## config.mk

```make
export PLATFORM = sky130hd
export DESIGN_NAME = tagePredictor
export DESIGN_NICKNAME = d
export VERILOG_FILES = /design/src/rtl/bpWidthsPkg.sv /design/src/rtl/tageTable.sv /design/src/rtl/tagePredictor.sv
export SDC_FILE = /design/constraint.sdc
export NUM_CORES = 2
export LEC_CHECK = 0
export ABC_AREA = 1
export BUFFER_PORTS_ARGS = -buffer_cell sky130_fd_sc_hd__buf_2
export CAP_MARGIN = 20
export CORE_MARGIN = 4
export CORE_UTILIZATION = 45
export DETAILED_ROUTE_END_ITERATION = 10
export GPL_TIMING_DRIVEN = 0
export MAX_ROUTING_LAYER = met4
export PLACE_DENSITY = 0.65
export SETUP_SLACK_MARGIN = 0.5
export SLEW_MARGIN = 20
export SYNTH_ARGS = -nofsm -noshare
export SYNTH_HDL_FRONTEND = slang
export SYNTH_SLANG_ARGS = --single-unit
```

## constraint.sdc

```tcl
create_clock -name clk -period 4.3 [get_ports clk]
set_input_delay 0.43 -clock clk [delete_from_list [all_inputs] [get_ports clk]]
set_output_delay 0.43 -clock clk [all_outputs]
set_load 0.03 [all_outputs]
```

## src/rtl/bpWidthsPkg.sv

```systemverilog
package bpWidthsPkg;

    // fetch address in halfwords, i.e. the pc without bit 0.
    typedef logic [30:0] BranchAddr_t;

    // global branch history with the newest outcome in bit 0.
    typedef logic [15:0] BHist_t;

    typedef logic [1:0] TageID_t; // 0 is the base table, 1 and 2 are the tagged banks.

    // signed saturating counter, a negative value predicts not taken.
    typedef logic [2:0] TageCtr_t;

    typedef logic [1:0] BaseCtr_t; // bit 1 set means taken.

    typedef logic [7:0] TageTag_t;

endpackage

```

## src/rtl/tageTable.sv

```systemverilog
`timescale 1ns/1ns

module tageTable import bpWidthsPkg::*; #(
    parameter int tageEntries = 64,
    parameter int histLen = 4
) (
    input logic clk,
    input logic rst,
    input BranchAddr_t lookupAddr,
    input BHist_t lookupHist,
    output logic hit,
    output TageCtr_t ctr,
    output logic useful,
    input logic writeUpdate,
    input logic writeAlloc,
    input BranchAddr_t writeAddr,
    input BHist_t writeHist,
    input logic writeTaken,
    input logic writeUseful,
    output logic writeFree
);

    localparam int idxBits = $clog2(tageEntries);
    localparam int tagBits = $bits(TageTag_t);

    typedef struct packed {
        TageTag_t tag;
        TageCtr_t ctr;
        logic useful;
    } TageEntry_t;

    logic [tageEntries-1:0] entryValid;
    TageEntry_t entries [tageEntries];

    logic [idxBits-1:0] lookupIdx;
    logic [idxBits-1:0] writeIdx;
    TageTag_t lookupTag;
    TageTag_t writeTag;
    TageCtr_t ctrNext;

    function automatic logic [idxBits-1:0] hashIdx(BranchAddr_t addr, BHist_t hist);
        logic [idxBits-1:0] acc;
        int i;
        acc = addr[idxBits-1:0];
        for (i = 0; i < histLen; i++) begin
            acc[i % idxBits] = acc[i % idxBits] ^ hist[i];
        end
        return acc;
    endfunction

    // history is folded in reversed here so index and tag don't alias the same way.
    function automatic TageTag_t hashTag(BranchAddr_t addr, BHist_t hist);
        TageTag_t acc;
        int i;
        acc = addr[idxBits +: tagBits];
        for (i = 0; i < histLen; i++) begin
            acc[(histLen - 1 - i) % tagBits] = acc[(histLen - 1 - i) % tagBits] ^ hist[i];
        end
        return acc;
    endfunction

    assign lookupIdx = hashIdx(lookupAddr, lookupHist);
    assign lookupTag = hashTag(lookupAddr, lookupHist);
    assign writeIdx = hashIdx(writeAddr, writeHist);
    assign writeTag = hashTag(writeAddr, writeHist);

    assign writeFree = !entryValid[writeIdx] || !entries[writeIdx].useful;

    always_comb begin
        ctrNext = entries[writeIdx].ctr;
        if (writeTaken && ctrNext != 3'b011) begin
            ctrNext = ctrNext + 1'b1;
        end else if (!writeTaken && ctrNext != 3'b100) begin
            ctrNext = ctrNext - 1'b1;
        end
    end

    always_ff @(posedge clk) begin
        if (rst) begin
            entryValid <= '0;
        end else if (writeAlloc) begin
            entryValid[writeIdx] <= 1'b1;
        end
    end

    always_ff @(posedge clk) begin
        if (writeAlloc) begin
            // new entries start weak, 0 for taken and -1 for not taken.
            entries[writeIdx] <= '{writeTag, writeTaken ? 3'b000 : 3'b111, 1'b0};
        end else if (writeUpdate) begin
            entries[writeIdx].ctr <= ctrNext;
            entries[writeIdx].useful <= writeUseful;
        end
    end

    always_ff @(posedge clk) begin
        if (rst) begin
            hit <= 1'b0;
        end else begin
            hit <= entryValid[lookupIdx] && (entries[lookupIdx].tag == lookupTag);
        end
    end

    always_ff @(posedge clk) begin
        ctr <= entries[lookupIdx].ctr;
        useful <= entries[lookupIdx].useful;
    end

    assert property (@(posedge clk) disable iff (rst) !(writeUpdate && writeAlloc))
        else $error("TAGE bank got an update and an allocation together.");

endmodule

```

## src/rtl/tagePredictor.sv

```systemverilog
`timescale 1ns/1ns

module tagePredictor import bpWidthsPkg::*; #(
    parameter int tageEntries = 64
) (
    input logic clk,
    input logic rst,
    input BranchAddr_t predAddr,
    input BHist_t predHistory,
    output TageID_t predTageID,
    output logic predUseful,
    output logic predTaken,
    input logic writeValid,
    input BranchAddr_t writeAddr,
    input BHist_t writeHistory,
    input TageID_t writeTageID,
    input logic writeTaken,
    input logic writeUseful,
    input logic writePred
);

    localparam int idxBits = $clog2(tageEntries);

    BaseCtr_t baseCtrs [tageEntries];
    BaseCtr_t baseCtr;
    BaseCtr_t baseNext;
    logic [idxBits-1:0] baseWriteIdx;

    logic hit1;
    logic hit2;
    TageCtr_t ctr1;
    TageCtr_t ctr2;
    logic free1;
    logic free2;

    logic update1;
    logic update2;
    logic alloc1;
    logic alloc2;
    logic mispred;
    logic usefulNext;

    assign baseWriteIdx = writeAddr[idxBits-1:0];

    always_comb begin
        baseNext = baseCtrs[baseWriteIdx];
        if (writeTaken && baseNext != 2'b11) begin
            baseNext = baseNext + 1'b1;
        end else if (!writeTaken && baseNext != 2'b00) begin
            baseNext = baseNext - 1'b1;
        end
    end

    always_ff @(posedge clk) begin
        if (rst) begin
            for (int i = 0; i < tageEntries; i++) begin
                baseCtrs[i] <= 2'b01;
            end
            baseCtr <= 2'b01;
        end else begin
            baseCtr <= baseCtrs[predAddr[idxBits-1:0]];
            if (writeValid) begin
                baseCtrs[baseWriteIdx] <= baseNext; // base is trained on every update.
            end
        end
    end

    // the longest hitting bank provides, useful marks a provider that disagrees with its alternate.
    always_comb begin
        if (hit2) begin
            predTageID = 2'd2;
            predTaken = !ctr2[2];
            predUseful = !ctr2[2] != (hit1 ? !ctr1[2] : baseCtr[1]);
        end else if (hit1) begin
            predTageID = 2'd1;
            predTaken = !ctr1[2];
            predUseful = !ctr1[2] != baseCtr[1];
        end else begin
            predTageID = 2'd0;
            predTaken = baseCtr[1];
            predUseful = 1'b0;
        end
    end

    assign mispred = writePred != writeTaken;

    // A provider that mattered stays useful only while it is right.
    assign usefulNext = writeUseful && !mispred;

    assign update1 = writeValid && (writeTageID == 2'd1);
    assign update2 = writeValid && (writeTageID == 2'd2);

    // allocation goes to the first longer bank whose entry is free.
    assign alloc1 = writeValid && mispred && (writeTageID == 2'd0) && free1;
    assign alloc2 = writeValid && mispred && (writeTageID != 2'd2) && !alloc1 && free2;

    tageTable #(
        .tageEntries(tageEntries),
        .histLen(4)
    ) shortBank (
        .clk(clk),
        .rst(rst),
        .lookupAddr(predAddr),
        .lookupHist(predHistory),
        .hit(hit1),
        .ctr(ctr1),
        .useful(),
        .writeUpdate(update1),
        .writeAlloc(alloc1),
        .writeAddr(writeAddr),
        .writeHist(writeHistory),
        .writeTaken(writeTaken),
        .writeUseful(usefulNext),
        .writeFree(free1)
    );

    tageTable #(
        .tageEntries(tageEntries),
        .histLen(16)
    ) longBank (
        .clk(clk),
        .rst(rst),
        .lookupAddr(predAddr),
        .lookupHist(predHistory),
        .hit(hit2),
        .ctr(ctr2),
        .useful(),
        .writeUpdate(update2),
        .writeAlloc(alloc2),
        .writeAddr(writeAddr),
        .writeHist(writeHistory),
        .writeTaken(writeTaken),
        .writeUseful(usefulNext),
        .writeFree(free2)
    );

endmodule

```

==> summary.md <==
The run finished, with violations left. The final reports fail on capacitance limit, slew limit. The signal on the critical path passes through clkbuf_4 > inv_2 > nand2_1 > nand2_4 > buf_6 > buf_2 > o21ai_0 > nand2_1 > a21oi_1 > o21ai_0 > nand2_1 > nor2_1 > nand2_1 > nand2_1 > nand2_1 > inv_2 > buf_2 > buf_2 > nand2_1 > inv_1. After detailed routing, the total wire length is 296 mm. 106 I/O pins were placed. Entering global routing, the biggest net connects 66 pins. In this run the static leakage power is 32.4 nW. The tools report the kind of capture point of the worst setup path as a register.

In this design, the critical path's most frequently occurring cell is sky130_fd_sc_hd__nand2_1. The post-synthesis simple-gate area fraction came out at 0.209. The tools report the total global-route track usage as 0.325. The share of async-settable or async-resettable flops after synthesis is 0. The run gives 0 as the hold violation total from the final report.

The HPWL after detailed placement is 202 mm. Master of the slowest instance on the critical path: sky130_fd_sc_hd__o21ai_0. The detailed-route wire length per cell was 28.3 um. The area share of fa/ha/maj cells after synthesis was 0.00159. The library cell used most frequently in the layout, excluding fill and tap cells, is sky130_fd_sc_hd__nand2_1. The worst-case headroom to the max-slew limit is -0.00740.

For the finished layout, the period the worst path requires is 4.00 ns. The floorplan step defined a die boundary enclosing 182000 um2. The number of enable flip-flop cells after synthesis was 1664; the number of nets in the final layout was 8081. The clock sink total was 1797.

The yosys synthesis warning count is 0. In this run the critical register-to-register path is launched from shortBank.entryValid[39]$_SDFFE_PP0N_. Slew at the pin closest to its max-slew limit: 1.51 ns. After synthesis, the mean cell area works out to 10.4 um2. Peak fanout along the critical path: 10. The logs give 1 for the max-cap violation count and 3 for the buffer depth of the longest clock path. Fraction of layout instances using a drive strength above 1: 0.111. For this run, the leading register cell type out of synthesis is sky130_fd_sc_hd__edfxtp_1. Critical setup path kind: in -> reg. The max-slew violation count is 11. For the total via count in the routed design, the log shows 63300. Weighted congestion reported at the end of routability-driven placement: 0.972. During placement, the flow inserted port buffers numbering 65.

The number of search-and-repair iterations in the first detailed-routing pass is 8. Area added between synthesis and finish: 15.7%. In this run, synthesis produced a sequential element count of 1797. The global-route wire length before repair was 413 mm. The cell area that synthesis handed to floorplanning was 78800 um2. The chip height came out at 427 um.

The path with the worst hold slack has its endpoint at longBank.entries[30][8]$_DFFE_PP_. After detailed routing, the number of remaining DRC violations is 0. At the later pin of the worst-skew pair, clock insertion delay measures 0.84 ns. Setup violations remaining at the end of the flow were counted as 0. After clock tree synthesis, the clock-pin slew on the worst setup and hold paths is 0.06 ns. The number of fill cells is 15300. Synthesis produced a netlist whose cell count is 7597. TritonCTS built the clock tree. The worst setup path is launched from an input port. Root buffer cell: sky130_fd_sc_hd__clkbuf_16. After global routing the overflow that remains totals 0. The via count of the first global-routing pass is 59200.

The worst hold path cell count came out at 2. By area, the combinational part of the netlist is dominated by simple AND/OR/NAND/NOR gates. The required time of the critical path was 4.76 ns. The antenna violation net count after detailed routing came out at 0. Dividing total power by cell area gives a power density of 462 nW/um2. The number of nets in the synthesized netlist is 7709. The number of cells on the worst reg-to-reg path is 15. The multiplexer share of the synthesized area was 0.000127; the proportion of synthesized chip area in sequential cells was 0.668. The worst hold path begins at writeHistory[11]. The tools report the initial antenna violation count as 9.

The tools report the number of clock buffers inserted by TritonCTS as 183. The share of the synthesized area in compound gates (AO/OA/AOI/OAI) was 0.0644; the per-cell via count in the routed design was 6.06. Adding up every negative setup slack in the final design gives 0 ns. The initial cell density of the core was 0.453.

The part of the cycle the worst path needs is 0.929. The capture instance of the worst register-to-register path was shortBank.entries[24][11]$_DFFE_PP_. In this run, the number of DRC markers left after iteration 0 of detailed routing was 9971. The library cells used most frequently in the layout, excluding fill and tap cells, are 1842 x sky130_fd_sc_hd__nand2_1, 1664 x sky130_fd_sc_hd__edfxtp_1, 1302 x sky130_fd_sc_hd__nand3_1. The netlist uses 52 different library cells. The worst-case IR drop observed on VDD is 0.407 mV. The data arrival time of the critical path was 4.45 ns; the worst reg-to-reg setup slack was 0.71 ns.

For this run, the slowest stage of the critical path takes 0.47 ns. The die is 427 um wide. Power comes to 0.0422 W.

The worst hold path belongs to the class in -> reg. The run gives 0.250 GHz as the timing-limited maximum frequency. For the post-route clock skew, the log shows 0.0393 ns. The placeable core area came out at 174000 um2. The tools report the worst hold slack across all endpoints as 0.0525 ns. The share of the synthesized netlist area taken by xor and xnor gates is 0.00876, and the number of placement rows is 153.

Setup repair after global routing could not meet its margin everywhere. For the number of H-tree levels, the log shows 4.
[synthesized netlist by cell type, drive strengths merged, types with 3 or more instances]
cell / n / area share
a211oi: 4 / 0.00038
a21boi: 64 / 0.0061
a21oi: 239 / 0.015
a221oi: 24 / 0.0027
a22o: 6 / 0.00067
a22oi: 57 / 0.0054
buf: 146 / 0.0090
clkbuf: 337 / 0.016
clkinv: 5 / 0.00024
dfxtp: 133 / 0.034
edfxtp: 1664 / 0.63
ha: 10 / 0.0016
inv: 494 / 0.024
nand2: 1870 / 0.089
nand3: 1314 / 0.084
nand3b: 5 / 0.00048
nand4: 36 / 0.0029
nor2: 556 / 0.027
nor3: 77 / 0.0050
nor4: 3 / 0.00024
o2111ai: 4 / 0.00044
o211ai: 36 / 0.0034
o21a: 18 / 0.0017
o21ai: 328 / 0.021
o221ai: 19 / 0.0021
o22ai: 37 / 0.0029
o2bb2ai: 5 / 0.00056
o31ai: 4 / 0.00038
o32ai: 5 / 0.00056
or2: 10 / 0.00079
xnor2: 38 / 0.0046
xor2: 37 / 0.0042
[stage by stage]
| stage | cell area (um2) | worst slack, ns | std cells | utilization |
|---|---|---|---|---|
| finish | 91200 | 0.303 | 10500 | 0.524 |
| CTS | 90100 | 0.451 | 10400 | 0.518 |
| global placement | 82100 | -2.33 | 9987 | 0.472 |
| global route | 91200 | 0.457 | 10500 | 0.524 |
| detailed placement | 82900 | -2.17 | 10000 | 0.477 |
| floorplan | 78900 | 0.445 | 7597 | - |
[how the worst max path moves through the flow]
stage / from / cells past startpoint / to
4_1_cts: predAddr[0] / 20 / longBank.hit$_SDFF_PP0_
2_1_floorplan: writeAddr[0] / 22 / shortBank.entries[0][2]$_DFFE_PP_
3_3_place_gp: writeAddr[11] / 3 / longBank.entries[54][9]$_DFFE_PP_
5_1_grt: writeAddr[0] / 20 / shortBank.entries[36][7]$_DFFE_PP_
6_report: writeAddr[0] / 20 / shortBank.entries[24][11]$_DFFE_PP_
3_5_place_dp: writeHistory[0] / 26 / shortBank.entries[53][3]$_DFFE_PP_
[cell families (layout without fill, tap and decap cells)]
| group | Yosys count | count (layout) |
|---|---|---|
| AND/OR/NAND/NOR | 3872 | 3891 |
| AO/OA/AOI/OAI | 860 | 860 |
| adder cells (fa/ha/maj) | 10 | 10 |
| flip-flops | 1797 | 1797 |
| XOR/XNOR | 75 | 75 |
| buffers and inverters | 982 | 1482 |
| other | 0 | 9 |
| multiplexers | 1 | 1 |
[registers in the layout (all words and copies together), names as in the netlist]
| register | cells |
|---|---|
| baseCtr | 1 |
| baseCtrs | 128 |
| longBank.ctr | 1 |
| longBank.entries | 768 |
| longBank.entryValid | 64 |
| longBank.hit | 1 |
| shortBank.ctr | 1 |
| shortBank.entries | 768 |
| shortBank.entryValid | 64 |
| shortBank.hit | 1 |
[layer usage]
metal  global-route usage  share of wire
met4                0.170          0.062
met2                0.504           0.46
met5                    -              0
met3               0.0642           0.11
met1                0.405           0.36
[power by group]
part           total, W  internal [W]  switching (W)
Sequential       0.0195        0.0194      0.0000544
Clock            0.0159       0.00887        0.00701
Combinational   0.00681       0.00172        0.00508
[cell type report]
cell class                 instances  area, um2  area share
multi-input combinational       4837      23800       0.261
timing repair buffer             168       1630      0.0179
buffer                           483       2370      0.0259
antenna                            9       22.5    0.000247
tap                             2325       2910      0.0319
sequential                      1797      52600       0.577
clock inverter                   109       1050      0.0116
inverter                         499       2050      0.0225
clock buffer                     223       4790      0.0525
[repair_timing]
item                                    4_1_cts  5_1_grt
pin swaps                                    13       16
gates cloned                                 12        8
gates resized for setup                     265      288
setup buffers                                30       30
hold endpoints to repair                      1        0
endpoints found under the setup margin     2109     1649
hold buffers                                  1        0
[critical path: cells and delay by family]
kind,cells,cell delay (ns)
buffers and inverters,8,2.11
AND/OR/NAND/NOR,9,1.16
AO/OA/AOI/OAI,3,0.71
Note: power is estimated with default switching activity, not from simulation.
